--- config.mk ---
export PLATFORM = sky130hd
export DESIGN_NAME = coreAccess
export DESIGN_NICKNAME = d
export VERILOG_FILES = /design/src/rtl/fabricPkg.sv /design/src/rtl/corePkg.sv /design/src/rtl/coreAccess.sv
export VERILOG_INCLUDE_DIRS = /design/src /design/src/rtl
export SDC_FILE = /design/constraint.sdc
export NUM_CORES = 1
export LEC_CHECK = 0
export BUFFER_PORTS_ARGS = -buffer_cell sky130_fd_sc_hd__buf_4
export CORE_MARGIN = 10
export CORE_UTILIZATION = 25
export DETAILED_ROUTE_END_ITERATION = 16
export PLACE_DENSITY = 0.65
export SLEW_MARGIN = 5
export SYNTH_ARGS = -nofsm -noshare
export SYNTH_HDL_FRONTEND = slang
export SYNTH_SLANG_ARGS = --single-unit
--- constraint.sdc ---
create_clock -name Clock -period 2.24 [get_ports Clock]
set_clock_uncertainty 0.05 [all_clocks]
set_input_delay 0.448 -clock Clock [delete_from_list [all_inputs] [get_ports Clock]]
set_output_delay 0.448 -clock Clock [all_outputs]
set_load 0.1 [all_outputs]
--- src/rtl/memWrap_macros.svh ---
// Widths and depths are fixed here; both memories are word-indexed, 1024 words each
`ifndef MEMWRAP_MACROS_SVH
`define MEMWRAP_MACROS_SVH

// ============================================================
// Data path widths
// ============================================================
`define DATA_W        32            // Fabric and core data word
`define TILE_ID_W     8             // Tile id in the address MSBs

// ============================================================
// Memory geometry and address map
// ============================================================
`define IMEM_IDX_W    10            // Instruction memory word index
`define DMEM_IDX_W    10            // Data memory word index
`define REGION_IMEM   4'd0
`define REGION_DMEM   4'd1
`define WHOAMI_OFFSET 24'hFFFFFF    // Tile 0 offset that returns the local id

// Outbound queue depth, per stream
`define QUEUE_DEPTH   2

`endif
--- src/rtl/fabricPkg.sv ---
// Fabric transaction types; the address is decoded either as tile+offset or by region
`include "memWrap_macros.svh"

package fabricPkg;

   // ============================================================
   // Opcodes
   // ============================================================
   typedef enum logic [1:0] {
      RD     = 2'b00,
      WR     = 2'b01,
      RD_RSP = 2'b10
   } tFabOpcode;

   // Tile view of an address
   typedef struct packed {
      logic [`TILE_ID_W-1:0] tileId;
      logic [23:0]           offset;     // Byte offset inside the tile
   } tTileView;

   // Region view, same 32 bits
   typedef struct packed {
      logic [`TILE_ID_W-1:0] tileId;
      logic [3:0]            region;     // IMEM or DMEM
      logic [9:0]            wordIdx;    // Word index inside the region
      logic [7:0]            spare;
      logic [1:0]            byteSel;    // Byte inside the word
   } tRegionView;

   typedef union packed {
      tTileView   tileView;
      tRegionView regionView;
   } tFabAddr;

   // One fabric transaction, 74 bits
   typedef struct packed {
      tFabAddr               address;
      logic [`DATA_W-1:0]    data;
      tFabOpcode             opcode;
      logic [`TILE_ID_W-1:0] requestorId; // Tile that issued the request
   } tTileTrans;

   typedef logic [3:0] tFabReady;        // One bit per neighbour link

endpackage

--- src/rtl/corePkg.sv ---
// Core-side request types; data address uses the fabric address layout
`include "memWrap_macros.svh"

package corePkg;

   // Data memory request, 70 bits
   typedef struct packed {
      fabricPkg::tFabAddr addr;
      logic [`DATA_W-1:0] wrData;    // Right-aligned, shifted by the wrapper
      logic [3:0]         byteEn;    // Right-aligned like wrData
      logic               wrEn;
      logic               rdEn;
   } tDMemReq;

   // Fetch request, 33 bits
   typedef struct packed {
      logic [31:0] pc;
      logic        ready;            // Low stalls the fetched word
   } tFetchReq;

endpackage

--- src/rtl/coreAccess.sv ---
// One remote read in flight at most; the core must hold its request while dMemReady is low
`timescale 1ns/1ns
`include "memWrap_macros.svh"

module coreAccess (
   input  logic                    Clock,
   input  logic                    rstN,
   input  logic [`TILE_ID_W-1:0]   tileId,
   input  corePkg::tFetchReq       fetch,
   input  logic [`DATA_W-1:0]      instrRaw,
   output logic [`DATA_W-1:0]      instruction,
   input  corePkg::tDMemReq        dReq,
   input  logic [`DATA_W-1:0]      dRamRdData,
   output logic [`DMEM_IDX_W-1:0]  dRamIdx,
   output logic [`DATA_W-1:0]      dRamWrData,
   output logic [3:0]              dRamByteEn,
   output logic                    dRamWrEn,
   output logic                    c2fPush,
   output fabricPkg::tTileTrans    c2fReq,
   input  logic                    c2fFull,
   input  logic                    inFabricValid,
   input  fabricPkg::tTileTrans    inFabric,
   output logic [`DATA_W-1:0]      dMemRdRsp,
   output logic                    dMemReady
);

   logic               readyQ;          // fetch.ready, one cycle late
   logic [`DATA_W-1:0] lastInstrQ;
   logic               isLocal;
   logic               isWhoAmI;
   logic               isRemote;
   logic               outstanding;     // Remote read in flight
   logic               rspValid;
   logic               rspValidQ;
   logic [`DATA_W-1:0] rspDataQ;
   logic               whoAmIQ;
   logic [1:0]         byteSelQ;
   logic               sampleReadyQ;    // dMemReady, one cycle late
   logic [`DATA_W-1:0] lastRamQ;
   logic [`DATA_W-1:0] ramWord;
   logic [`DATA_W-1:0] preRsp;

   // ============================================================
   // Fetch hold
   // ============================================================
   always_ff @(posedge Clock or negedge rstN) begin
      if (!rstN) readyQ <= 1'b1;
      else       readyQ <= fetch.ready;
   end

   always_ff @(posedge Clock) begin
      if (readyQ) lastInstrQ <= instrRaw;   // Last word fetched under ready
   end

   assign instruction = readyQ ? instrRaw : lastInstrQ;

   // ============================================================
   // Request classification
   // ============================================================
   assign isLocal  = (dReq.addr.tileView.tileId == '0) || (dReq.addr.tileView.tileId == tileId);
   assign isWhoAmI = (dReq.addr.tileView.tileId == '0) &&
                     (dReq.addr.tileView.offset == `WHOAMI_OFFSET) && dReq.rdEn;
   assign isRemote = (dReq.wrEn || dReq.rdEn) && !isLocal;

   // Local write, shifted into its byte lanes
   assign dRamIdx    = dReq.addr.regionView.wordIdx;
   assign dRamWrData = dReq.wrData << {dReq.addr.regionView.byteSel, 3'b000};
   assign dRamByteEn = dReq.byteEn << dReq.addr.regionView.byteSel;
   assign dRamWrEn   = dReq.wrEn && isLocal;

   // Remote request toward the fabric
   assign c2fPush            = isRemote && !outstanding;
   assign c2fReq.address     = dReq.addr;
   assign c2fReq.data        = dReq.wrData;
   assign c2fReq.opcode      = dReq.wrEn ? fabricPkg::WR : fabricPkg::RD;
   assign c2fReq.requestorId = tileId;   // Response comes back to us

   // ============================================================
   // Outstanding read tracking
   // ============================================================
   assign rspValid = outstanding && inFabricValid && (inFabric.opcode == fabricPkg::RD_RSP);

   always_ff @(posedge Clock or negedge rstN) begin
      if (!rstN) begin
         outstanding  <= 1'b0;
         rspValidQ    <= 1'b0;
         whoAmIQ      <= 1'b0;
         sampleReadyQ <= 1'b1;
      end else begin
         if (rspValid)
            outstanding <= 1'b0;                     // Response wins
         else if (c2fPush && dReq.rdEn)
            outstanding <= 1'b1;
         rspValidQ    <= rspValid;
         whoAmIQ      <= isWhoAmI;
         sampleReadyQ <= dMemReady;
      end
   end

   assign dMemReady = !outstanding && !c2fFull;      // Back-pressure to the core

   // ============================================================
   // Read response
   // ============================================================
   always_ff @(posedge Clock) begin
      rspDataQ <= inFabric.data;
      byteSelQ <= dReq.addr.regionView.byteSel;
      if (sampleReadyQ) lastRamQ <= dRamRdData;   // Held across stall
      if (dMemReady)    dMemRdRsp <= preRsp;      // Second read cycle
   end

   assign ramWord = sampleReadyQ ? dRamRdData : lastRamQ;

   always_comb begin
      if (rspValidQ)
         preRsp = rspDataQ;                             // Remote read data
      else if (whoAmIQ)
         preRsp = {{(`DATA_W-`TILE_ID_W){1'b0}}, tileId};
      else
         preRsp = ramWord >> {byteSelQ, 3'b000};        // Right-aligned, zero fill
   end

endmodule

==> results.md <==
* Outcome: completed
* Core area at 24460 um^2
* Gate Count Post-Synth at 592
* IO Pins at 440
* Maximum clock frequency at 448.7 MHz
* Crit-path cells: buf_12 -> mux2_2 -> buf_6
* Most frequent cell after synthesis: dfxtp_1
* Worst Hold Class: in -> reg
* CTS tree: done
* Cell taking the most area after synthesis: dfxtp_1
* IO buf count at 366
* First-pass GRT wire length at 35430 um
* Final WS setup at 0.01153 ns
* Synth top area cells: dfxtp_1 31%, edfxtp_1 15%, buf_4 10%
* Total Routing Usage GR at 14.69%
* Hpwl dp at 20070 um
* Slew HR at 65.47%
* H-tree levels at 4
* Fin crit share at 99.49%
* Max VDD drop at 0.0004526 V
* Syn Area/Cell at 10.56 um^2
* GR Overflow Total at 0
* Main synth FF type: dfxtp_1
* Post-synth ARST share at 3.704%
* Initial antenna violation count at 5
* Crit Path Class: reg -> out
* DRT iter0 DRCs at 217
* CP max-delay cell: dfstp_2
* Total CTS buffers at 17
* CP peak stage delay at 0.55 ns
* Lkg Pwr at 0.004367 uW
* Clock period minus worst slack at 2.228 ns
* Num rows at 57
* Syn Nets at 845
* 1st-pass router iterations at 4
* Max_cap viols at 0
* Post-place setup slack at 0.05809 ns
* Util after Layout at 40.09%
* Commonest cells in the netlist: 98 x dfxtp_1, 85 x buf_4, 45 x mux2_2
* Arrival time at the worst endpoint at 1.73 ns
* Yosys warning count at 0
* Nets at 1149
* Placer Congestion at 0.8168
* Max Fanout on Critical Path at 26
* RSZ-0062 raised after global routing: yes
* Clk_lat worst skew at 0.42 ns
* Initial Utilization at 25.56%
* Post-synth cell types at 45
* Max clock buf depth at 2
* Synth-to-layout area growth at 56.82%
* Share of post-route cells with drive strength above 1 at 57.10%
* Post-synthesis sequential area ratio at 48.78%
* Worst Tran Pin Value at 0.5179 ns
* Post-Syn Area at 6253 um^2
* DRC Markers at 0
* Proportion of netlist area held by the largest area contributor at 31.37%
* Post-DRT Antenna Nets at 0
* #FFs+latches synth at 135
* PD cells at 936.7 nW/um^2
* Via-to-Cell Ratio at 4.367
* Required @ worst endpoint at 1.74 ns
* Final setup viols at 0
* Die width at 178.2 um
* CP Launch Type: flop
* Die Ht at 178.2 um
* Setup crit end kind: output port
* Vias in the first global route at 6068
* Clock slew at reported path FFs at 0.06 ns
* DRT Wirelength at 24290 um
* Post-synth EDFFs at 32
* Hold Fails Final Rpt at 0
* Avg WL per Cell at 19.65 um
* Clk root buf: clkbuf_16
* Largest net degree at the start of global routing at 50
* Clock sink total at 135
* Slew Viols, Final at 0
* DR vias at 5397
* Full die area at 31740 um^2
worst max-delay path: cells and delay by family, from the launching register on:
kind                   cells  cell delay, ns
multiplexers               1            0.38
buffers and inverters      2            0.38
flip-flops                 1            0.55
metal layers:
metal / part of all wire (%) / global-route usage (%) / wire length [um]
met5: 0.11 / 0 / 27
met3: 10 / 6.533 / 2451
met1: 36 / 15.40 / 8852
met4: 2.6 / 5.453 / 629
met2: 51 / 25.48 / 12330
through the flow:
step                power, uW  hold WS (ns)  area, um^2  cells  TNS, ns
floorplan                5417        0.1024        6385    592   -2.171
global placement         6244        0.2094        9010   1198        0
detailed placement       6265        0.2098        9010   1198        0
CTS                      9296       0.05094        9781   1232  -0.3075
global route             9553       0.05154        9802   1234   -1.005
finish                   9186       0.08029        9807   1236        0
final timing paths:
path	startpoint	slack [ns]	to	depth (start not counted)
setup / recovery	readyQ	0.01	instruction[13]	3
hold / removal	inFabric[10]	0.08	rspDataQ[0]	1
setup reg to reg	sampleReadyQ	0.16	dMemRdRsp[4]	6
hold reg to reg	lastRamQ[2]	0.40	lastRamQ[2]	1
max in group asynchronous	rstN	1.60	sampleReadyQ	2
min in group asynchronous	rstN	0.33	outstanding	2
where the power goes:
group	leakage [uW]	switching, uW	internal (uW)
registers	0.00118	74.8	2830
logic	0.00289	2330	1010
clock network	0.000297	1080	1850
total	0.00437	3490	5700
sequential cells by signal (all words and copies together) (netlist names):
| register | cells |
|---|---|
| rspDataQ | 32 |
| whoAmIQ | 1 |
| rspValidQ | 1 |
| dMemRdRsp | 32 |
| outstanding | 1 |
| lastRamQ | 32 |
| byteSelQ | 2 |
| sampleReadyQ | 1 |
| lastInstrQ | 32 |
| readyQ | 1 |
cells in the final DEF (no fill, tap or decap), drive strengths merged, types with 11 or more instances in the layout:
master   count
clkbuf      19
edfxtp      32
mux2i       31
nor2b       20
nand2       44
buf        400
o21ai       25
mux2        53
and2        12
a21oi       21
nand2b      11
dfxtp       98
inv         16
nor2        32
a2bb2oi     12
timing repair:
item / 4_1_cts / 5_1_grt
hold buffers: 1 / 0
pin swaps: 0 / 1
setup endpoints to repair: 26 / 34
buffers inserted: 1 / 1
endpoints found under the hold margin: 5 / 0
gates resized for setup: 32 / 4
kinds of logic after synthesis:
group | share of synthesized area, %
buffers and inverters | 14.01
other | 0.05997
DFF | 48.78
AOI/OAI and AO/OA | 10.44
xor gates and xnor gates | 1.120
and+or+nand+nor | 10.78
muxes | 14.81
cell type report:
class | instances | area, um^2
timing repair buffer | 401 | 3194
tap | 324 | 405.4
clock buffer | 19 | 464.2
multi-input combinational | 326 | 2459
sequential | 135 | 3052
antenna | 3 | 7.507
fill | 2415 | 14660
inverter | 15 | 56.30
clock inverter | 13 | 168.9
Note: power is estimated with default switching activity, not from simulation.
