<file path="src/rtl/memWrap_macros.svh">
// Widths and depths are fixed here; both memories are word-indexed, 1024 words each
`ifndef MEMWRAP_MACROS_SVH
`define MEMWRAP_MACROS_SVH

// ============================================================
// Data path widths
// ============================================================
`define DATA_W        32            // Fabric and core data word
`define TILE_ID_W     8             // Tile id in the address MSBs

// ============================================================
// Memory geometry and address map
// ============================================================
`define IMEM_IDX_W    10            // Instruction memory word index
`define DMEM_IDX_W    10            // Data memory word index
`define REGION_IMEM   4'd0
`define REGION_DMEM   4'd1
`define WHOAMI_OFFSET 24'hFFFFFF    // Tile 0 offset that returns the local id

// Outbound queue depth, per stream
`define QUEUE_DEPTH   2

`endif
</file>
<file path="src/rtl/fabricPkg.sv">
// Fabric transaction types; the address is decoded either as tile+offset or by region
`include "memWrap_macros.svh"

package fabricPkg;

   // ============================================================
   // Opcodes
   // ============================================================
   typedef enum logic [1:0] {
      RD     = 2'b00,
      WR     = 2'b01,
      RD_RSP = 2'b10
   } tFabOpcode;

   // Tile view of an address
   typedef struct packed {
      logic [`TILE_ID_W-1:0] tileId;
      logic [23:0]           offset;     // Byte offset inside the tile
   } tTileView;

   // Region view, same 32 bits
   typedef struct packed {
      logic [`TILE_ID_W-1:0] tileId;
      logic [3:0]            region;     // IMEM or DMEM
      logic [9:0]            wordIdx;    // Word index inside the region
      logic [7:0]            spare;
      logic [1:0]            byteSel;    // Byte inside the word
   } tRegionView;

   typedef union packed {
      tTileView   tileView;
      tRegionView regionView;
   } tFabAddr;

   // One fabric transaction, 74 bits
   typedef struct packed {
      tFabAddr               address;
      logic [`DATA_W-1:0]    data;
      tFabOpcode             opcode;
      logic [`TILE_ID_W-1:0] requestorId; // Tile that issued the request
   } tTileTrans;

   typedef logic [3:0] tFabReady;        // One bit per neighbour link

endpackage

</file>
<file path="src/rtl/fabricSlave.sv">
// Fabric writes are full words; region codes other than IMEM and DMEM read back as zero
`timescale 1ns/1ns
`include "memWrap_macros.svh"

module fabricSlave (
   input  logic                  Clock,
   input  logic                  rstN,
   input  logic [`TILE_ID_W-1:0] tileId,
   input  logic                  inFabricValid,
   input  fabricPkg::tTileTrans  inFabric,
   output logic [9:0]            ramIdx,
   output logic [`DATA_W-1:0]    ramWrData,
   output logic                  iRamWrEn,
   output logic                  dRamWrEn,
   input  logic [`DATA_W-1:0]    iRamRdData,
   input  logic [`DATA_W-1:0]    dRamRdData,
   output logic                  rspPush,
   output fabricPkg::tTileTrans  rspTrans
);

   logic               iHit;
   logic               dHit;
   logic               isWr;
   logic               isRd;
   logic               iHitQ;
   logic               dHitQ;
   logic               rdValidQ;    // Read accepted last cycle
   fabricPkg::tFabAddr rspAddrQ;

   // ============================================================
   // Inbound decode
   // ============================================================
   assign iHit = (inFabric.address.regionView.region == `REGION_IMEM);
   assign dHit = (inFabric.address.regionView.region == `REGION_DMEM);
   assign isWr = inFabricValid && (inFabric.opcode == fabricPkg::WR);
   assign isRd = inFabricValid && (inFabric.opcode == fabricPkg::RD);

   assign ramIdx    = inFabric.address.regionView.wordIdx;   // Shared by both memories
   assign ramWrData = inFabric.data;
   assign iRamWrEn  = iHit && isWr;
   assign dRamWrEn  = dHit && isWr;

   always_ff @(posedge Clock or negedge rstN) begin
      if (!rstN) begin
         rdValidQ <= 1'b0;
         iHitQ    <= 1'b0;
         dHitQ    <= 1'b0;
      end else begin
         rdValidQ <= isRd;
         iHitQ    <= iHit;
         dHitQ    <= dHit;
      end
   end

   // Response goes back to the requestor, same offset
   always_ff @(posedge Clock) begin
      rspAddrQ.tileView.tileId <= inFabric.requestorId;
      rspAddrQ.tileView.offset <= inFabric.address.tileView.offset;
   end

   // ============================================================
   // Read response build
   // ============================================================
   assign rspPush              = rdValidQ;
   assign rspTrans.address     = rspAddrQ;
   assign rspTrans.opcode      = fabricPkg::RD_RSP;
   assign rspTrans.requestorId = tileId;
   assign rspTrans.data        = iHitQ ? iRamRdData :
                                 dHitQ ? dRamRdData : '0;

endmodule

</file>
<file path="config.mk">
export PLATFORM = sky130hd
export DESIGN_NAME = fabricSlave
export DESIGN_NICKNAME = d
export VERILOG_FILES = /design/src/rtl/fabricPkg.sv /design/src/rtl/fabricSlave.sv
export VERILOG_INCLUDE_DIRS = /design/src /design/src/rtl
export SDC_FILE = /design/constraint.sdc
export NUM_CORES = 1
export LEC_CHECK = 0
export ABC_AREA = 1
export BUFFER_PORTS_ARGS = -buffer_cell sky130_fd_sc_hd__buf_2
export CORE_AREA = 2 2 105 107
export DETAILED_ROUTE_END_ITERATION = 8
export DIE_AREA = 0 0 107 109
export PLACE_DENSITY = 0.49
export SYNTH_ARGS = -nofsm -noshare
export SYNTH_HDL_FRONTEND = slang
export SYNTH_SLANG_ARGS = --single-unit
</file>
<file path="constraint.sdc">
create_clock -name Clock -period 1.5 [get_ports Clock]
set_input_delay 0.3 -clock Clock [delete_from_list [all_inputs] [get_ports Clock]]
set_output_delay 0.3 -clock Clock [all_outputs]
set_load 0.01 [all_outputs]
</file>
==> results of run 1 <==
layer usage:
metal,up-vias,wire (um),part of all wire (%),GRT usage [%]
met3,28,728,13,3.95
met4,0,264,4.7,5.75
met5,-,0,0,0
met2,119,2780,49,15.2
met1,794,1890,33,8.76
li1,864,-,-,-
where the power goes:
group | internal [mW] | total [mW] | switching, mW
combinational | 0.192 | 0.366 | 0.174
sequential | 0.978 | 0.990 | 0.0114
clock | 0.494 | 0.830 | 0.336
timing repair:
action                                  in CTS  in global routing
pin swaps                                    2                  1
resized for setup                           23                 17
gates cloned                                 2                  0
endpoints found under the hold margin        3                  0
endpoints found under the setup margin      32                 32
hold buffers                                 1                  0
setup buffers                                3                  0
state kept, by name, indices dropped and copies added, names as in the netlist:
| name | flops |
|---|---|
| rspAddrQ | 32 |
| dHitQ | 1 |
| rspPush | 1 |
| iHitQ | 1 |
final cells by class:
class / instances / area, sq um / area share (%)
clock inverter: 3 / 43.8 / 1.67
timing repair buffer: 187 / 1090 / 41.5
tap: 140 / 175 / 6.70
multi-input combinational: 108 / 494 / 18.9
inverter: 5 / 23.8 / 0.909
clock buffer: 5 / 68.8 / 2.63
timing repair inverter: 1 / 7.51 / 0.287
sequential: 35 / 717 / 27.4
placed cells by master, fill, tap and decap left out:
master,Yosys,routed
dfxtp_1,32,32
nor2_1,6,6
clkinv_4,0,2
buf_2,3,171
clkbuf_8,0,5
buf_12,0,4
nand2_2,0,17
dfrtp_1,3,2
clkinv_2,0,1
nand2_1,67,50
dfrtp_2,0,1
buf_16,0,1
dlygate4sd3_1,0,1
clkinvlp_4,0,1
nand3_1,32,32
conb_1,2,2
buf_6,7,10
inv_1,4,4
bufinv_16,0,1
nand3_2,1,1
synth_stat cells:
cell type,count
nand3_1,32
buf_4,52
conb_1,2
dfrtp_1,3
dfxtp_1,32
buf_2,3
inv_2,1
buf_6,7
nor2_1,6
nand2_1,67
inv_1,4
nand3_2,1
final timing paths:
check                        startpoint  depth (start not counted)            to  slack, ns
worst max-delay path              iHitQ                          5  rspTrans[17]      -0.08
worst min-delay path       inFabric[46]                          1   rspAddrQ[4]       0.11
max in group asynchronous          rstN                          2         iHitQ       1.04
min in group asynchronous          rstN                          2         dHitQ       0.34
cells by family after synthesis:
kind of cell	count (synthesis)	share of synthesized area, %
DFF	35	42.8
buffers and inverters	67	30.1
other	2	0.450
and+or+nand+nor	106	26.6
stage by stage:
| step | utilization [%] | hold slack (ns) | setup slack (ns) |
|---|---|---|---|
| global placement | 21.8 | 0.0989 | 0.103 |
| finish | 24.7 | 0.109 | -0.0807 |
| CTS | 24.2 | 0.101 | -0.117 |
| detailed placement | 21.8 | 0.0995 | 0.0962 |
| global route | 24.7 | 0.0952 | -0.146 |
| floorplan | - | 0.00441 | 0.357 |
==> metrics, run 1 <==
die area=between 10000 and 15000 sq um; worst IR drop on VDD=about 0.96 mV; vias in the first global route=~1700; Warnings, synthesis=0; total track usage=a little under 9%; outcome=complete, but fails checks; H-tree depth=2; final worst slack=-0.0807 ns; number of I/O pins=around 270; distinct cell type count after synthesis=12; ranking of synthesized cells by area=dfxtp_1 (38%), buf_4 (23%), nand2_1 (15%); WP data arrival=around 1.3 ns; Inserted Diodes=0; hpwl dp=approximately 4600 um; clock-pin slew on the worst setup and hold paths=0.07 ns; vias per inst=3.73; RSZ-0062 raised after global routing=true; CP max-delay cell=dfrtp_2; clock sink total=35; DIE HEIGHT=109 um; final hold violation count=0; Remaining DRCs=0; GRT overflow=0; initial antenna violation count=0; first-pass GRT wire length=between 7000 and 8000 um; setup TNS=-1.77 ns; Fillers=1183; Cell Area, Placed=between 2000 and 2500 sq um; post-route insts no fill=484; cell taking the most area after synthesis=dfxtp_1; width of the die=around 110 um; buffers and inverters on the worst path=3; post-synth top area share=38.4%; fin crit period=between 1.5 and 2 ns; critical path class=flip-flop to primary output; total CTS buffers=5; Initial Util=between 10% and 20%; Port Buffers=177; Worst setup EP type=primary output; core area=10600 sq um; overall power=between 2 and 2.5 mW; Startpoint Class=flip-flop; upper clock frequency limit=between 600 and 700 MHz; Leakage=around 1.5 nW; clock tree buffer depth=2; drt total wl=between 5000 and 6000 um; slowest stage delay, CP=0.45 ns; part of the Yosys area used for sequential elements=42.8%; fin area=2620 sq um; final setup fails=32; syn avg cell area=7.95 sq um; DRT iter0 DRCs=51; pwr dens=roughly 840 nW/um^2; layout cell share with drive strength beyond 1=about 63%; Layout area overhead=56.6%; register bit total from synthesis=35; Final ANT Viol Nets=0; vias post-DR=1805; largest net degree at the start of global routing=33; Largest delay share family, worst path=flip-flops; Placed Instances=470; final net count=492; Rows=38; Root Driver=clkbuf_8; DR pass1 iterations=4; Final period util=105%; Critical Path Most Common Cell=nand2_2; Mapped Area=1670 sq um; WL/cell=around 12 um; gpl congestion=slightly below 0.7; max-cap violation count=0; violated checks=negative setup slack; CP max FO=17; Hold Path Class=primary input to flip-flop; required time worst endpoint=between 1 and 1.5 ns; worst-path cell chain=buf_6 -> buf_12 -> nand2_2 -> nand2_2 -> buf_2; CTS tree=built; Slew Viols, Final=0; Net Count, Synth=between 300 and 400; Gate Count Post-Synth=between 200 and 250
Power figures use the tool's default switching activity.
==> run 2, diff against run 1 <==
- ABC_AREA: 1 -> not set
- CORE_AREA: 2 2 105 107 -> 2 2 104 106
- DIE_AREA: 0 0 107 109 -> 0 0 106 108
- PLACE_DENSITY: 0.49 -> 0.5
- clock period: 1.5 -> 1.3 ns (I/O delays scaled with it)
==> run 2 against run 1 <==
  * The run still ends with negative setup slack left
  * Synthesized cell count decreased by 35%
  * Clock power up 19%
  * Combinational power grew 12%
  * Critical endpoint is now rspTrans[33]
==> metrics, run 2 <==
outcome=complete, but fails checks; violated checks=negative setup slack; hold-critical path endpoint=rspAddrQ[2]; Port Buffers=177 (unchanged); drt total wl=5370 um (-5.2%); slowest stage delay, CP=0.42 ns (-0.03 ns); final setup fails=32 (unchanged); setup TNS=-8.88 ns (-7.11 ns); upper clock frequency limit=617 MHz; Final ANT Viol Nets=0 (unchanged); Slew Viols, Final=0 (unchanged); Warnings, synthesis=0 (unchanged); final net count=423 (-14%); Gate Count Post-Synth=136 (-35%); Remaining DRCs=0 (unchanged); cell taking the most area after synthesis=dfxtp_1; clock sink total=35 (unchanged); Net Count, Synth=285 (-21%); width of the die=106 um (-0.93%); worst IR drop on VDD=0.928 mV (-3.0%); syn avg cell area=11.2 sq um (+41%); required time worst endpoint=1.04 ns (-0.16 ns); most common cell in the synthesized netlist=buf_4; fin area=2430 sq um (-7.1%); largest net degree at the start of global routing=32 (-3.0%); vias post-DR=1479 (-18%); register bit total from synthesis=35 (unchanged); DRT iter0 DRCs=68 (+33%); CTS tree=built; DR pass1 iterations=4 (unchanged); vias in the first global route=1488 (-11%); max-cap violation count=0 (unchanged); final worst slack=-0.320 ns (-0.239 ns); Startpoint Class=flip-flop; Layout area overhead=59.9%; final hold violation count=0 (unchanged); number of synthesized flops with an enable pin=0 (unchanged); clock tree buffer depth=2 (unchanged); commonest non-fill, non-tap cell in the layout=buf_2; Async SR Flop Fraction=8.57% (unchanged); die area=11400 sq um (-1.8%); synth cell count leaders=buf_4 (52), dfxtp_1 (32), a22o_1 (31), buf_2 (4); Hold Path Depth=1 (unchanged); buffers and inverters on the worst path=3 (unchanged); Worst setup EP type=primary output; Inserted Diodes=0 (unchanged); commonest cells after routing, fill and taps aside=buf_2 (171), dfxtp_1 (32), a22o_1 (31), buf_4 (10); Rows=37 (-2.6%); Cell Area, Placed=2200 sq um (-4.9%); number of I/O pins=268 (unchanged); vias per inst=3.60 (-3.5%); WL/cell=13.1 um (+12%); CP max FO=10 (-7); met2 WL post-DR=2530 um (-9.1%); DIE HEIGHT=108 um (-0.92%); max FFs per register=32 (unchanged); Hold Path Class=primary input to flip-flop; WP data arrival=1.36 ns (+0.08 ns); pwr dens=1050 nW/um^2 (+25%); layout cell share with drive strength beyond 1=73.5% (+11 points); total track usage=8.56% (-0.31 points); Largest delay share family, worst path=buffers and inverters; hpwl dp=4400 um (-4.6%); gpl congestion=0.695 (about the same); post-synth top area share=42.1% (+3.8 points); first-pass GRT wire length=7330 um (-6.4%); core area=10200 sq um (-3.5%); part of the Yosys area used for sequential elements=47.1% (+4.2 points); RSZ-0062 raised after global routing=true; distinct cell type count after synthesis=14 (+2); H-tree depth=2 (unchanged); DR top layer=met4; Largest Register=rspAddrQ; fin crit period=1.62 ns; CP max-delay cell=dfrtp_1; met1 WL=1900 um (+0.42%); met3 wire len=642 um (-12%); hold path start=inFabric[44]; Leakage=1.35 nW (-11%); clock-pin slew on the worst setup and hold paths=0.07 ns (about the same); Initial Util=14.9% (-0.90 points); GRT overflow=0 (unchanged); worst-path cell chain=buf_4 -> buf_6 -> a22o_1 -> buf_2; Mapped Area=1520 sq um (-9.0%); ranking of synthesized cells by area=dfxtp_1 (42%), buf_4 (26%), a22o_1 (18%); initial antenna violation count=0 (unchanged); Root Driver=clkbuf_8; total CTS buffers=5 (unchanged); critical path class=flip-flop to primary output; Final period util=125%; ys flop type=dfxtp_1
run 2: cell type report:
class                           instances  area (sq um)
Fill cell                            1104          7800
Sequential cell                        35           716
Multi-Input combinational cell         42           384
Timing Repair Buffer                  190          1040
Tap cell                              136           170
Clock buffer                            6          82.6
Clock inverter                          2          35.0
run 2: what timing repair did:
item	4_1_cts	5_1_grt
endpoints found under the setup margin	34	34
endpoints found under the hold margin	3	0
pin swaps	3	4
hold buffers	1	0
gates resized for setup	8	9
buffers inserted	2	3
run 2: kinds of logic (layout without fill, tap and decap cells):
family          Yosys count  count (layout)  synth area share (%)
buf+inv                  59             198                  29.2
flops                    35              35                  47.1
compound gates           32              32                  18.2
simple gates              8               8                  5.02
other cells               2               2                 0.494
run 2: routing by layer:
layer / up-vias / GRT usage (%)
met5: - / 0
met1: 637 / 8.93
met3: 33 / 3.32
li1: 694 / -
met2: 115 / 13.5
met4: 0 / 7.61
run 2: power breakdown:
group	switching (mW)	internal, mW	total, mW
Sequential	0.0125	1.13	1.14
Combinational	0.184	0.226	0.410
Clock	0.371	0.620	0.991
run 2: worst max path at each step:
stage | start | endpoint | slack [ns] | depth (start not counted)
after CTS | iHitQ | rspTrans[33] | -0.36 | 4
after floorplan | iHitQ | rspTrans[39] | 0.09 | 3
after global placement | inFabric[63] | dRamWrEn | -0.06 | 4
after detailed placement | inFabric[62] | iRamWrEn | -0.06 | 4
after global routing | iHitQ | rspTrans[38] | -0.40 | 4
final | iHitQ | rspTrans[33] | -0.32 | 4
run 2: through the flow:
step                      utilization [%]  power, mW  hold slack [ns]  cells  setup WS, ns
after floorplan                         -       1.43          -0.0356    136        0.0901
after global placement               21.5       1.55           0.0568    397       -0.0556
after detailed placement             21.5       1.55           0.0582    397       -0.0649
after CTS                            23.3       2.59           0.0549    408        -0.355
after global routing                 23.8       2.68           0.0475    411        -0.396
final                                23.8       2.54           0.0711    411        -0.320
==> run 3, diff against run 2 <==
- SETUP_SLACK_MARGIN: not set -> 0.5
==> run 3 against run 2 <==
  * The run still ends with negative setup slack left
  * Core utilization is 2.5 points higher
  * Hold slack better by 0.0030 ns
  * Sequential power hardly changed
  * Worst setup slack worse by 0.021 ns
==> metrics, run 3 (synthesized netlist as in run 2, its figures left out) <==
register area=738 sq um (+3.1%); final net count=426 (+0.71%); largest net degree at the start of global routing=24 (-25%); critical path class=flip-flop to primary output; Inserted Diodes=0 (unchanged); Worst setup EP type=primary output; final hold violation count=0 (unchanged); Multi-input gate area=399 sq um (+3.9%); initial antenna violation count=0 (unchanged); pwr dens=889 nW/um^2 (-15%); DIE HEIGHT=108 um (unchanged); Final period util=126% (+1.6 points); hold path start=inFabric[42]; Leakage=1.41 nW (+4.9%); die area=11400 sq um (unchanged); worst IR drop on VDD=0.720 mV (-22%); total track usage=10.2% (+1.6 points); total CTS buffers=5 (unchanged); worst-path cell chain=nor2b_4 -> buf_12 -> buf_16 -> a22o_1 -> buf_2; layout cell share with drive strength beyond 1=80.6% (+7.1 points); gpl congestion=0.693 (-0.27%); vias in the first global route=1565 (+5.2%); commonest cells after routing, fill and taps aside=buf_2 (147), a22o_1 (31), buf_6 (28), dfxtp_2 (18), dfxtp_1 (14); vias per inst=3.67 (+2.0%); Fillers=1093 (-1.0%); WL/cell=14.9 um (+14%); Placed Instances=397 (unchanged); CTS tree=built; outcome=complete, but fails checks; overall power=2.39 mW (-6.1%); Hold Slack=0.0742 ns (+0.00303 ns); Final ANT Viol Nets=0 (unchanged); crit path from=dHitQ; Layout area overhead=76.6%; combinational power share=20.2% (+4.1 points); DRT iter0 DRCs=110 (+62%); GRT overflow=0 (unchanged); width of the die=106 um (unchanged); met3 Usage GRT=5.36% (+2.0 points); fin crit period=1.64 ns (+0.0205 ns); Initial Util=14.9% (unchanged); Largest Register=rspAddrQ; violated checks=negative setup slack; Layout Utilization=26.2% (+2.5 points); hpwl dp=5180 um (+18%); commonest non-fill, non-tap cell in the layout=buf_2; Internal=1.79 mW (-9.4%); DR pass1 iterations=4 (unchanged); Slew Viols, Final=0 (unchanged); Sequential Power Share=48.4% (+3.5 points); final setup fails=32 (unchanged); Sw Ratio=25.1% (+2.8 points); Rows=37 (unchanged); RSZ-0062 raised after global routing=true; CP max FO=8 (-2); WP data arrival=1.38 ns (+0.02 ns); drt total wl=6190 um (+15%); clock sink total=35 (unchanged); CP max-delay cell=dfrtp_1; met1 GRT Util=11.4% (+2.4 points); clock tree buffer depth=2 (unchanged); setup TNS=-10.34 ns (-1.46 ns); Startpoint Class=flip-flop; Remaining DRCs=0 (unchanged); core area=10200 sq um (unchanged); final worst slack=-0.341 ns (-0.0205 ns); vias post-DR=1520 (+2.8%); first-pass GRT wire length=8400 um (+15%); slowest stage delay, CP=0.39 ns (-0.03 ns); max-cap violation count=0 (unchanged); Port Buffers=177 (unchanged); met2 usage=15.2% (+1.8 points); Root Driver=clkbuf_8; number of I/O pins=268 (unchanged); upper clock frequency limit=609 MHz (-1.2%); H-tree depth=2 (unchanged); max FFs per register=32 (unchanged); Clock power frac=31.4% (-7.6 points); post-route insts no fill=414 (+0.73%); Psw=0.599 mW (+5.6%); clock-pin slew on the worst setup and hold paths=0.07 ns (about the same); required time worst endpoint=1.04 ns (about the same); GRT Max-Usage Layer=met2; Hold Path Class=primary input to flip-flop
## run 3: layer usage
| metal | vias to the layer above | part of all wire [%] | wire (um) |
|---|---|---|---|
| met5 | - | 0 | 0 |
| met4 | 0 | 3.5 | 218 |
| met3 | 34 | 15 | 925 |
| met2 | 113 | 46 | 2860 |
| met1 | 671 | 35 | 2180 |
| li1 | 702 | - | - |
## run 3: cell type report
type                            instances  area share (%)
Timing Repair Buffer                  193            48.0
Sequential cell                        35            27.5
Multi-Input combinational cell         42            14.9
Tap cell                              136            6.34
Clock buffer                            5            2.56
Clock inverter                          3           0.746
## run 3: power by group through the flow
stage	Combinational, mW	Clock [mW]	Sequential, mW
after floorplan	0.240	0	1.20
after global placement	0.400	0	1.17
after detailed placement	0.400	0	1.17
after CTS	0.452	0.793	1.15
after global routing	0.520	0.838	1.16
final	0.482	0.750	1.16
## run 3: final timing paths
kind,endpoint,depth (start not counted)
max,rspTrans[27],5
min,rspAddrQ[0],1
max in group asynchronous,rspPush,2
min in group asynchronous,iHitQ,2
## run 3: repair_timing
action	CTS	global route
buffers inserted	5	1
gates resized for setup	36	37
pin swaps	14	5
gates cloned	2	0
hold buffers	1	0
setup endpoints to repair	67	67
hold endpoints to repair	3	0
## run 3: per-stage QoR
step / area (sq um) / setup WS (ns)
2_1_floorplan: 1540 / 0.107
3_3_place_gp: 2210 / -0.0226
3_5_place_dp: 2210 / -0.0427
4_1_cts: 2530 / -0.364
5_1_grt: 2690 / -0.405
6_report: 2690 / -0.341
## run 3: critical path: cells and delay by family, from the launching register on
kind | cells | cell delay [ns]
simple gates | 1 | 0.15
buf+inv | 3 | 0.40
compound gates | 1 | 0.17
flops | 1 | 0.39
