`src/rtl/memWrap_macros.svh`:
```
// Widths and depths are fixed here; both memories are word-indexed, 1024 words each
`ifndef MEMWRAP_MACROS_SVH
`define MEMWRAP_MACROS_SVH

// ============================================================
// Data path widths
// ============================================================
`define DATA_W        32            // Fabric and core data word
`define TILE_ID_W     8             // Tile id in the address MSBs

// ============================================================
// Memory geometry and address map
// ============================================================
`define IMEM_IDX_W    10            // Instruction memory word index
`define DMEM_IDX_W    10            // Data memory word index
`define REGION_IMEM   4'd0
`define REGION_DMEM   4'd1
`define WHOAMI_OFFSET 24'hFFFFFF    // Tile 0 offset that returns the local id

// Outbound queue depth, per stream
`define QUEUE_DEPTH   2

`endif
```
`src/rtl/fabricPkg.sv`:
```
// Fabric transaction types; the address is decoded either as tile+offset or by region
`include "memWrap_macros.svh"

package fabricPkg;

   // ============================================================
   // Opcodes
   // ============================================================
   typedef enum logic [1:0] {
      RD     = 2'b00,
      WR     = 2'b01,
      RD_RSP = 2'b10
   } tFabOpcode;

   // Tile view of an address
   typedef struct packed {
      logic [`TILE_ID_W-1:0] tileId;
      logic [23:0]           offset;     // Byte offset inside the tile
   } tTileView;

   // Region view, same 32 bits
   typedef struct packed {
      logic [`TILE_ID_W-1:0] tileId;
      logic [3:0]            region;     // IMEM or DMEM
      logic [9:0]            wordIdx;    // Word index inside the region
      logic [7:0]            spare;
      logic [1:0]            byteSel;    // Byte inside the word
   } tRegionView;

   typedef union packed {
      tTileView   tileView;
      tRegionView regionView;
   } tFabAddr;

   // One fabric transaction, 74 bits
   typedef struct packed {
      tFabAddr               address;
      logic [`DATA_W-1:0]    data;
      tFabOpcode             opcode;
      logic [`TILE_ID_W-1:0] requestorId; // Tile that issued the request
   } tTileTrans;

   typedef logic [3:0] tFabReady;        // One bit per neighbour link

endpackage

```
`src/rtl/fabricEgress.sv`:
```
// Waits for every fabReady bit, not just the target link; one transaction leaves per cycle
`timescale 1ns/1ns
`include "memWrap_macros.svh"

module fabricEgress (
   input  logic                 Clock,
   input  logic                 rstN,
   input  logic                 rspPush,
   input  fabricPkg::tTileTrans rspTrans,
   input  logic                 c2fPush,
   input  fabricPkg::tTileTrans c2fReq,
   output logic                 c2fFull,
   input  fabricPkg::tFabReady  fabReady,
   output logic                 fabricReady,
   output logic                 outFabricValid,
   output fabricPkg::tTileTrans outFabric
);

   fabricPkg::tTileTrans rspHead;
   fabricPkg::tTileTrans reqHead;
   logic                 rspEmpty;
   logic                 reqEmpty;
   logic                 rspAlmostFull;
   logic [1:0]           cand;         // 0 response, 1 request
   logic [1:0]           grant;
   logic                 lastWinner;

   // Read responses to the fabric
   transFifo #(.depth(`QUEUE_DEPTH)) rspQueue (
      .Clock      (Clock),
      .rstN       (rstN),
      .push       (rspPush),
      .pushData   (rspTrans),
      .pop        (grant[0]),
      .popData    (rspHead),
      .full       (),
      .almostFull (rspAlmostFull),
      .empty      (rspEmpty)
   );

   // Remote core requests
   transFifo #(.depth(`QUEUE_DEPTH)) reqQueue (
      .Clock      (Clock),
      .rstN       (rstN),
      .push       (c2fPush),
      .pushData   (c2fReq),
      .pop        (grant[1]),
      .popData    (reqHead),
      .full       (c2fFull),
      .almostFull (),
      .empty      (reqEmpty)
   );

   // ============================================================
   // Round-robin arbiter
   // ============================================================
   assign cand[0] = !rspEmpty && (&fabReady);
   assign cand[1] = !reqEmpty && (&fabReady);

   always_comb begin
      if (&cand) grant = lastWinner ? 2'b01 : 2'b10;   // Both, alternate
      else       grant = cand;
   end

   always_ff @(posedge Clock or negedge rstN) begin
      if (!rstN)       lastWinner <= 1'b1;       // Responses go first
      else if (|grant) lastWinner <= grant[1];
   end

   assign outFabricValid = |grant;
   assign outFabric      = grant[0] ? rspHead :
                           grant[1] ? reqHead : '0;
   assign fabricReady    = !rspAlmostFull;       // Keep one slot of margin

endmodule

```
`src/rtl/transFifo.sv`:
```
// Push when full and pop when empty are dropped; popData is valid only while not empty
`timescale 1ns/1ns
`include "memWrap_macros.svh"

module transFifo #(
   parameter int depth = `QUEUE_DEPTH
) (
   input  logic                 Clock,
   input  logic                 rstN,
   input  logic                 push,
   input  fabricPkg::tTileTrans pushData,
   input  logic                 pop,
   output fabricPkg::tTileTrans popData,
   output logic                 full,
   output logic                 almostFull,
   output logic                 empty
);

   localparam int ptrW = (depth > 1) ? $clog2(depth) : 1;
   localparam int cntW = ptrW + 1;

   fabricPkg::tTileTrans entries [depth];
   logic [ptrW-1:0] wrPtr;
   logic [ptrW-1:0] rdPtr;
   logic [cntW-1:0] count;     // Occupied entries
   logic            doPush;
   logic            doPop;

   assign doPush = push && !full;
   assign doPop  = pop && !empty;

   // Pointers and count
   always_ff @(posedge Clock or negedge rstN) begin
      if (!rstN) begin
         wrPtr <= '0;
         rdPtr <= '0;
         count <= '0;
      end else begin
         if (doPush)
            wrPtr <= (wrPtr == ptrW'(depth - 1)) ? '0 : wrPtr + 1'b1;   // Wrap
         if (doPop)
            rdPtr <= (rdPtr == ptrW'(depth - 1)) ? '0 : rdPtr + 1'b1;
         count <= count + cntW'(doPush) - cntW'(doPop);
      end
   end

   always_ff @(posedge Clock) begin
      if (doPush)
         entries[wrPtr] <= pushData;
   end

   assign popData    = entries[rdPtr];                 // Head, no pop latency
   assign full       = (count == cntW'(depth));
   assign almostFull = (count >= cntW'(depth - 1));    // One slot left
   assign empty      = (count == '0);

endmodule

```
`config.mk`:
```
export PLATFORM = sky130hd
export DESIGN_NAME = fabricEgress
export DESIGN_NICKNAME = d
export VERILOG_FILES = /design/src/rtl/fabricPkg.sv /design/src/rtl/fabricEgress.sv /design/src/rtl/transFifo.sv
export VERILOG_INCLUDE_DIRS = /design/src /design/src/rtl
export SDC_FILE = /design/constraint.sdc
export NUM_CORES = 1
export LEC_CHECK = 0
export ABC_AREA = 1
export BUFFER_PORTS_ARGS = -buffer_cell sky130_fd_sc_hd__buf_4
export CAP_MARGIN = 20
export CORE_MARGIN = 2
export CORE_UTILIZATION = 55
export DETAILED_ROUTE_END_ITERATION = 6
export GPL_TIMING_DRIVEN = 0
export PLACE_DENSITY_LB_ADDON = 0.1
export SLEW_MARGIN = 20
export SYNTH_ARGS = -nofsm -noshare
export SYNTH_HDL_FRONTEND = slang
export SYNTH_HIERARCHICAL = 1
export SYNTH_SLANG_ARGS = --single-unit
```
`constraint.sdc`:
```
create_clock -name Clock -period 5.8 [get_ports Clock]
set_input_delay 1.16 -clock Clock [delete_from_list [all_inputs] [get_ports Clock]]
set_output_delay 1.16 -clock Clock [all_outputs]
set_load 0.1 [all_outputs]
```
==> results of run 1 <==
## registers in the layout, summed over array words and instances (netlist names)
register,cells
reqQueue/wrPtr,1
rspQueue/entries,148
lastWinner,1
reqQueue/count,2
reqQueue/entries,148
rspQueue/count,2
rspQueue/rdPtr,1
reqQueue/rdPtr,1
rspQueue/wrPtr,1
## layer usage
layer	global-route usage [%]	part of all wire, %	vias to the layer above
li1	-	-	4390
met3	4.89	7.3	39
met1	31.7	40	4280
met4	6.82	1.9	0
met2	43.0	51	331
met5	0	0	-
## area by class of cell
class,count,area [um2],area share (%)
Clock inverter,19,191,1.19
Timing Repair Buffer,240,1930,12.0
Sequential cell,305,9110,56.7
Clock buffer,41,908,5.65
Inverter,27,106,0.662
Multi-Input combinational cell,715,3040,18.9
Tap cell,285,357,2.22
Buffer,72,420,2.62
## power by group through the flow
| stage | clock network (mW) | logic (mW) | registers [mW] |
|---|---|---|---|
| after floorplan | 0 | 1.76 | 3.19 |
| final | 2.10 | 2.63 | 3.12 |
| after global placement | 0 | 2.47 | 3.23 |
| after CTS | 2.13 | 2.64 | 3.12 |
| after global routing | 2.22 | 2.90 | 3.16 |
| after detailed placement | 0 | 2.63 | 3.17 |
## stage by stage
step	cells	power [mW]
floorplan	1119	4.94
detailed placement	1644	5.80
CTS	1704	7.90
global route	1704	8.28
global placement	1636	5.70
finish	1704	7.85
## worst max path at each step
stage | endpoint | slack, ns
floorplan | reqQueue/entries[1][0] | 0.96
global placement | rspQueue/entries[1][41] | -1.19
detailed placement | outFabric[24] | 2.00
CTS | outFabric[24] | 1.99
global route | outFabric[19] | 1.93
finish | outFabric[24] | 2.03
==> results.md, run 1 <==
* Yosys warnings at 6
* Status: finished, final reports clean
* Total grt overflow at 0
* Final Max Slew Viols at 0
* CP required at 4.64 ns
* Clock buffer count from CTS at 34
* Worst-path clk slew at 0.06 ns
* Core box area at 22600 um2
* Worst-path cell chain: buf_4 -> nand2_1 -> nor2_4 -> buf_6 -> buf_4 -> nand4_1 -> nand2_1 -> buf_4
* Seq pwr share at 39.8%
* Worst slack at placement at 2.00 ns
* Residual DRC at 0
* Global Route Usage Sum at 24.6%
* Worst Hold Class: primary input to async pin
* Initial drt markers at 525
* Clock power frac at 26.7%
* Synthesized instance count at 1119
* Slowest cell on the critical path: nor2_4
* Hold Vio Cnt, Final at 0
* Clock sinks at 305
* Area grow syn2layout at 26.9%
* R2r setup slk at 3.53 ns
* Worst setup EP type: primary output
* Setup TNS Final at 0 ns
* RSZ-0062 raised after global routing: no
* Setup violations, final at 0
* Worst hold margin at 0.476 ns
* Max Clk Rate at 0.265 GHz
* FF-to-FF path depth at 16
* Post-CTS sizing at 0
* Cell Area, Synth at 12700 um2
* Die Wd at 156 um
* Root Buffer: clkbuf_16
* CTS Hold Bufs at 0
* Area post-placement at 15000 um2
* Total Routed Length at 29.8 mm
* Slack of the critical path at 2.03 ns
* Row count at 55
* Critical Path Stages at 8
* Fillers at 1607
* Initial Util at 55.9%
* Reg-to-Reg Start: rspQueue/count[1]
* Internal Pwr Total at 4.99 mW
* Synthesized net count at 1279
* CTS tree: done
* Layout cell share with drive strength beyond 1 at 25.6%
* Worst Tran Pin Value at 0.686 ns
* P_sw at 2.86 mW
* Crit path from: fabReady[0]
* Initial antenna violation count at 0
* Most frequent cells in the layout: 551 x nand2_1, 296 x edfxtp_1, 258 x buf_4
* Max-cap viol count at 0
* Buffer count from post-CTS setup fixing at 0
* Final min period at 3.77 ns
* Design area at 16100 um2
* Delay-heaviest family, CP: buffers and inverters
* Crit path launch type: primary input
* Final worst-path cycle share at 65.0%
* Worst Path Buf+Inv at 4
* Gpl congestion at 0.790
* Vias in the first global route at 8796
* CP arrival at 2.61 ns
* Setup CP Type: primary input to primary output
* ANT nets after route at 0
* First drt pass iteration count at 5
* Final design utilization at 71.0%
* Fin Clk Skew at 0.0144 ns
* Logic pwr share at 33.5%
* Die Ht at 156 um
* Routed via count at 9040
* Slew margin rel. at 54.2%
* Wirelength per Cell at 17.5 um
* Antenna Cells at 0
* End of the worst register-to-register path: reqQueue/count[1]
* Dpl hpwl at 20.1 mm
* Sw Ratio at 36.5%
* Crit Path Max Fanout at 10
* Maximum vdd ir drop at 271 uV
* Pwr dens at 489 nW/um2
* Syn avg cell area at 11.3 um2
* Leak at 7.12 nW
* Clock insertion delay at the later pin of the skew report at 0.50 ns
* Final nets at 1555
* First-pass GRT wire length at 45.4 mm
* Die area at 24200 um2
* Vias per cell at 5.31
* Max Root-Sink Buffers at 3
* Max incr delay on CP at 0.32 ns
* Most frequent CP cell: buf_4
* Most common cell after layout, fill and taps aside: nand2_1
* Largest net degree at the start of global routing at 53
* H-tree depth at 2
* PortBufs at 232
* Count of boundary I/O pins at 233
Note: power is estimated with default switching activity, not from simulation.
==> inputs of run 2 (changes only) <==
Clock period 5.8 ns to 3.5 ns, I/O delays scaled along.
==> run 2 against run 1 <==
Effect of this change: flip-flop and latch count did not move; register-to-register slack got worse by 2.3 ns; routed wire length is 1.3% higher; clock power up 48%; critical endpoint is now outFabric[68]; highest routed layer is now met5.
==> results.md, run 2 (synthesis results as in run 1) <==
* Critical Path Stages at 9 (+1)
* Area grow syn2layout at 26.1%
* Crit Path Max Fanout at 10 (unchanged)
* Core box area at 22600 um2 (unchanged)
* Initial antenna violation count at 1 (+1)
* Worst-path clk slew at 0.06 ns (about the same)
* Dpl hpwl at 20.5 mm (+2.2%)
* Clock buffer count from CTS at 31 (-8.8%)
* Hold Path Depth at 1
* Total grt overflow at 0 (unchanged)
* Global Route Usage Sum at 24.5% (-0.12 points)
* First drt pass iteration count at 5 (unchanged)
* Worst Hold Class: primary input to register
* Slew margin rel. at 58.2% (+4.0 points)
* Worst setup EP type: primary output
* Residual DRC at 0 (unchanged)
* Final min period at 3.20 ns
* Met2 Usage GRT at 42.0% (-1.1 points)
* Largest net degree at the start of global routing at 53 (unchanged)
* Setup CP Type: register to primary output
* Fillers at 1590 (-1.1%)
* H-tree depth at 1 (-1)
* Post-CTS sizing at 0 (unchanged)
* Pwr dens at 796 nW/um2 (+63%)
* Hold Vio Cnt, Final at 0 (unchanged)
* Setup violations, final at 0 (unchanged)
* Max-cap viol count at 0 (unchanged)
* Root Buffer: clkbuf_16
* Internal Pwr Total at 7.99 mW (+60%)
* Slowest cell on the critical path: dfrtp_1
* Crit path launch type: register
* FF-to-FF path depth at 16 (unchanged)
* Initial Util at 55.9% (unchanged)
* Die Ht at 156 um (unchanged)
* Die area at 24200 um2 (unchanged)
* Row count at 55 (unchanged)
* Most frequent cells in the layout: 551 x nand2_1, 296 x edfxtp_1, 258 x buf_4
* Gr busiest metal: met2
* Delay-heaviest family, CP: buffers and inverters
* Pwr Total at 12.7 mW (+62%)
* Wirelength per Cell at 17.8 um (+1.7%)
* Total Routed Length at 30.2 mm (+1.3%)
* CP arrival at 2.50 ns (-0.11 ns)
* Initial drt markers at 703 (+34%)
* Vias per cell at 5.32 (+0.26%)
* RSZ-0062 raised after global routing: no
* Clock insertion delay at the later pin of the skew report at 0.54 ns (+0.04 ns)
* Count of boundary I/O pins at 233 (unchanged)
* Clock sinks at 305 (unchanged)
* Final worst-path cycle share at 91.4%
* Max Clk Rate at 0.313 GHz
* Worst-path cell chain: inv_1 -> nand2_1 -> inv_1 -> inv_2 -> buf_2 -> buf_2 -> nand4_1 -> nand2_1 -> buf_4
* Sw Ratio at 37.1% (+0.65 points)
* Die Wd at 156 um (unchanged)
* Most common cell after layout, fill and taps aside: nand2_1
* Maximum vdd ir drop at 566 uV (+110%)
* Max Root-Sink Buffers at 3 (unchanged)
* GR Util met3 at 4.53% (-0.36 points)
* ANT nets after route at 0 (unchanged)
* Worst Path Buf+Inv at 6 (+2)
* Layout cell share with drive strength beyond 1 at 25.1% (-0.46 points)
* CTS tree: done
* First-pass GRT wire length at 45.6 mm (+0.35%)
* Final nets at 1554 (-0.064%)
* Max incr delay on CP at 0.38 ns (+0.06 ns)
* Gpl congestion at 0.799 (+1.2%)
* Logic pwr share at 34.9% (+1.4 points)
* PortBufs at 232 (unchanged)
* Biggest regs: reqQueue/entries: 148 flops, rspQueue/entries: 148 flops
* Status: finished, final reports clean
* Seq pwr share at 40.7% (+0.9 points)
* Final Max Slew Viols at 0 (unchanged)
* Met1 Track Usage GR at 32.1% (+0.37 points)
* Worst Tran Pin Value at 0.626 ns (-0.0595 ns)
* Vias in the first global route at 8927 (+1.5%)
* Fin Clk Skew at 0.00856 ns (-0.00586 ns)
* Leak at 7.06 nW (-0.83%)
* Setup TNS Final at 0 ns (unchanged)
* CP required at 2.80 ns (-1.84 ns)
* Antenna Cells at 0 (unchanged)
* Routed via count at 9032 (-0.088%)
* Clock power frac at 24.4% (-2.3 points)
* P_sw at 4.72 mW (+65%)
[run 2: cell count changes in the layout (fill, tap and decap cells not counted), sizes merged]
cell | previous run | this run
bufinv | 4 | 3
clkinv | 13 | 8
clkbuf | 48 | 47
inv | 28 | 27
dlygate4sd3 | 0 | 1
buf | 305 | 306
[run 2: layer usage]
metal  share of wire, %  wire length, um
met1                 40            12100
met2                 49            15000
met3                7.6             2290
met4                3.0              899
met5              0.036               11
[run 2: worst paths after layout]
| kind | slack (ns) | from | endpoint |
|---|---|---|---|
| max | 0.30 | rspQueue/count[1] | outFabric[68] |
| min | 0.34 | rspTrans[65] | rspQueue/entries[0][65] |
| max reg2reg | 1.27 | rspQueue/count[1] | reqQueue/count[1] |
| min reg2reg | 0.48 | rspQueue/wrPtr | rspQueue/wrPtr |
| max in group asynchronous | 2.76 | rstN | lastWinner |
| min in group asynchronous | 0.53 | rstN | rspQueue/wrPtr |
[run 2: through the flow]
stage          cell area [um2]  utilization, %  hold WS, ns  worst slack, ns  instances
2_1_floorplan            12700               -        0.404            0.363       1119
3_3_place_gp             14800            65.2        0.453            -1.05       1636
3_5_place_dp             15000            66.3        0.464            0.638       1645
4_1_cts                  16000            70.5        0.322            0.312       1698
5_1_grt                  16000            70.5        0.323            0.185       1698
6_report                 16000            70.5        0.336            0.302       1698
[run 2: cell type report]
cell class	count	area, um2	share of cell area (%)
Tap cell	285	357	2.23
Clock buffer	40	810	5.07
Inverter	27	106	0.666
Sequential cell	305	9110	57.1
Timing Repair Buffer	242	1990	12.5
Buffer	72	420	2.63
Multi-Input combinational cell	715	3040	19.0
Clock inverter	12	131	0.823
[run 2: power groups by stage]
stage	sequential, mW	combinational [mW]	clock (mW)
after floorplan	5.26	2.92	0
after detailed placement	5.25	4.42	0
final	5.18	4.44	3.10
after global routing	5.24	4.83	3.29
after global placement	5.32	4.11	0
after CTS	5.18	4.44	3.14
[run 2: timing repair]
action / CTS / global route
endpoints found under the hold margin: 8 / 0
hold buffers: 1 / 0
buffers inserted: 0 / 0
[run 2: worst reg2reg max path: stages (launching register included)]
cell     delay (ns)
dfrtp_1        0.40
inv_1          0.08
nand2_1        0.10
inv_1          0.08
inv_2          0.08
a21oi_2        0.18
buf_4          0.26
nand2_1        0.14
inv_2          0.08
nand2_1        0.06
inv_1          0.06
ha_1           0.22
inv_1          0.05
ha_1           0.15
inv_1          0.04
nand2_1        0.07
nand2_1        0.05
==> inputs of run 3 (changes only) <==
Settings changed: PLACE_DENSITY_LB_ADDON 0.1 to 0.05.
==> run 3 against run 2 <==
Effect of this change: via count down 1.3%; critical endpoint is now outFabric[60]; setup slack better by 0.0092 ns; final area about the same; cell count up 0.18%; core utilization up 0.061 points; count of clock-buffer cells in the layout down 4; global-route usage down 0.23 points; sequential power about the same; first-iteration DRC count down 11%; register-to-register slack about the same; largest cell class unchanged; clock skew up 0.0028 ns; die area unchanged; critical path type unchanged.
==> results.md, run 3 (synthesis results as in run 1) <==
* Setup violations, final at 0 (unchanged)
* Initial Util at 55.9% (unchanged)
* CTS Hold Bufs at 1 (unchanged)
* Wirelength per Cell at 17.4 um (-2.5%)
* Biggest regs: reqQueue/entries: 148 flops, rspQueue/entries: 148 flops
* Reg-to-Reg Start: rspQueue/count[1]
* First-pass GRT wire length at 45.1 mm (-1.2%)
* Routed via count at 8918 (-1.3%)
* PortBufs at 232 (unchanged)
* Worst Hold Class: primary input to register
* Die Ht at 156 um (unchanged)
* Leak at 7.07 nW (+0.12%)
* Count of boundary I/O pins at 233 (unchanged)
* Final design utilization at 70.6% (about the same)
* CP arrival at 2.49 ns (about the same)
* Crit path launch type: register
* Row count at 55 (unchanged)
* Most frequent cells in the layout: 551 x nand2_1, 296 x edfxtp_1, 258 x buf_4
* Global Route Usage Sum at 24.3% (-0.23 points)
* Max-cap viol count at 0 (unchanged)
* Die area at 24200 um2 (unchanged)
* Maximum vdd ir drop at 514 uV (-9.2%)
* Layout cell share with drive strength beyond 1 at 25.1% (-0.053 points)
* Most common cell after layout, fill and taps aside: nand2_1
* Clock power frac at 24.9% (+0.5 points)
* Met2 wire length at 14.7 mm (-1.8%)
* Pwr dens at 795 nW/um2 (-0.12%)
* Antenna Cells at 0 (unchanged)
* Final nets at 1552 (-0.13%)
* RSZ-0062 raised after global routing: no
* Worst slack at placement at 0.647 ns (+0.00892 ns)
* Max Clk Rate at 0.314 GHz (+0.29%)
* Final Max Slew Viols at 0 (unchanged)
* Dpl hpwl at 20.3 mm (-0.99%)
* Fin Clk Skew at 0.0114 ns (+0.00285 ns)
* Logic pwr share at 34.3% (-0.6 points)
* Gpl congestion at 0.803 (+0.41%)
* First drt pass iteration count at 5 (unchanged)
* M1 WL at 11.6 mm (-3.6%)
* CTS tree: done
* Worst Tran Pin Value at 0.669 ns (+0.0430 ns)
* Post-CTS sizing at 0 (unchanged)
* Max Root-Sink Buffers at 3 (unchanged)
* Hold Startpoint: c2fReq[4]
* Vias in the first global route at 8799 (-1.4%)
* Vias per cell at 5.24 (-1.4%)
* Setup TNS Final at 0 ns (unchanged)
* Initial antenna violation count at 0 (-1)
* Die Wd at 156 um (unchanged)
* Worst-path cell chain: inv_1 -> nand2_1 -> inv_1 -> inv_2 -> a21oi_2 -> buf_4 -> buf_4 -> nand3_1 -> nand2_1 -> buf_4
* Delay-heaviest family, CP: buffers and inverters
* Worst Path Buf+Inv at 6 (unchanged)
* Total Routed Length at 29.5 mm (-2.4%)
* Seq pwr share at 40.7% (about the same)
* Max incr delay on CP at 0.40 ns (+0.02 ns)
* Final worst-path cycle share at 91.1% (-0.26 points)
* Sw Ratio at 36.7% (-0.38 points)
* Pwr Total at 12.7 mW (about the same)
* CP required at 2.80 ns (about the same)
* Clock buffer count from CTS at 30 (-3.2%)
* Largest net degree at the start of global routing at 53 (unchanged)
* Worst-path clk slew at 0.06 ns (about the same)
* Hold Vio Cnt, Final at 0 (unchanged)
* ANT nets after route at 0 (unchanged)
* Crit Path Max Fanout at 10 (unchanged)
* Met3 wire len at 2.37 mm (+3.4%)
* Buffer count from post-CTS setup fixing at 0 (unchanged)
* Residual DRC at 0 (unchanged)
* Clock insertion delay at the later pin of the skew report at 0.54 ns (about the same)
* Setup CP Type: register to primary output
* H-tree depth at 1 (unchanged)
* Slew margin rel. at 55.3% (-2.9 points)
* P_sw at 4.67 mW (-1.1%)
* Area grow syn2layout at 26.3% (about the same)
* Worst hold margin at 0.335 ns (-0.000370 ns)
* Crit path from: rspQueue/count[1]
* Worst setup EP type: primary output
* Root Buffer: clkbuf_16
* Core box area at 22600 um2 (unchanged)
* Internal Pwr Total at 8.04 mW (+0.58%)
* Top Metal Used: met4
* Final min period at 3.19 ns (-0.00918 ns)
* Initial drt markers at 623 (-11%)
* Most frequent CP cell: buf_4
* Clock sinks at 305 (unchanged)
* Slack of the critical path at 0.311 ns (+0.00918 ns)
* Total grt overflow at 0 (unchanged)
* Status: finished, final reports clean
* Slowest cell on the critical path: dfrtp_1
-- run 3: cell count changes in the layout (fill, tap and decap cells not counted), sizes merged --
| cell | change |
|---|---|
| clkinv | +7 |
| buf | -1 |
| clkbuf | -4 |
| bufinv | +1 |
-- run 3: path summary, 6_finish.rpt --
kind	end	cells after the start	slack [ns]
max	outFabric[60]	10	0.31
min	reqQueue/entries[1][4]	1	0.34
max reg2reg	reqQueue/count[1]	16	1.27
min reg2reg	reqQueue/wrPtr	2	0.47
max in group asynchronous	lastWinner	2	2.74
min in group asynchronous	reqQueue/count[1]	2	0.55
-- run 3: final cells by class --
cell class	count	area [um2]
sequential	305	9110
fill	1625	6660
multi-input combinational	715	3040
timing repair buffer	241	1960
clock buffer	36	795
buffer	72	420
tap	285	357
clock inverter	20	188
inverter	27	106
-- run 3: power by group through the flow --
stage               Clock (mW)  Sequential, mW  Combinational (mW)
finish                    3.17            5.18                4.36
global route              3.38            5.23                4.80
CTS                       3.23            5.18                4.38
detailed placement           0            5.25                4.37
global placement             0            5.32                4.10
floorplan                    0            5.26                2.92
-- run 3: worst reg2reg max path: stages (launching register included) --
cell,delay (ns)
dfrtp_1,0.40
inv_1,0.08
nand2_1,0.11
inv_1,0.09
inv_2,0.08
a21oi_2,0.21
buf_4,0.26
nand2_1,0.13
inv_2,0.07
nand2_1,0.06
inv_1,0.07
ha_1,0.22
inv_1,0.05
ha_1,0.15
inv_1,0.04
nand2_1,0.06
nand2_1,0.05
-- run 3: metrics by stage --
step,instances,instance area [um2]
finish,1701,16000
global route,1701,16000
CTS,1701,16000
detailed placement,1644,15000
global placement,1636,14800
floorplan,1119,12700
-- run 3: layer usage --
| metal | vias up | track usage, % |
|---|---|---|
| met5 | - | 0 |
| met1 | 4152 | 31.2 |
| met4 | 0 | 7.78 |
| met2 | 324 | 41.3 |
| met3 | 59 | 5.69 |
| li1 | 4383 | - |
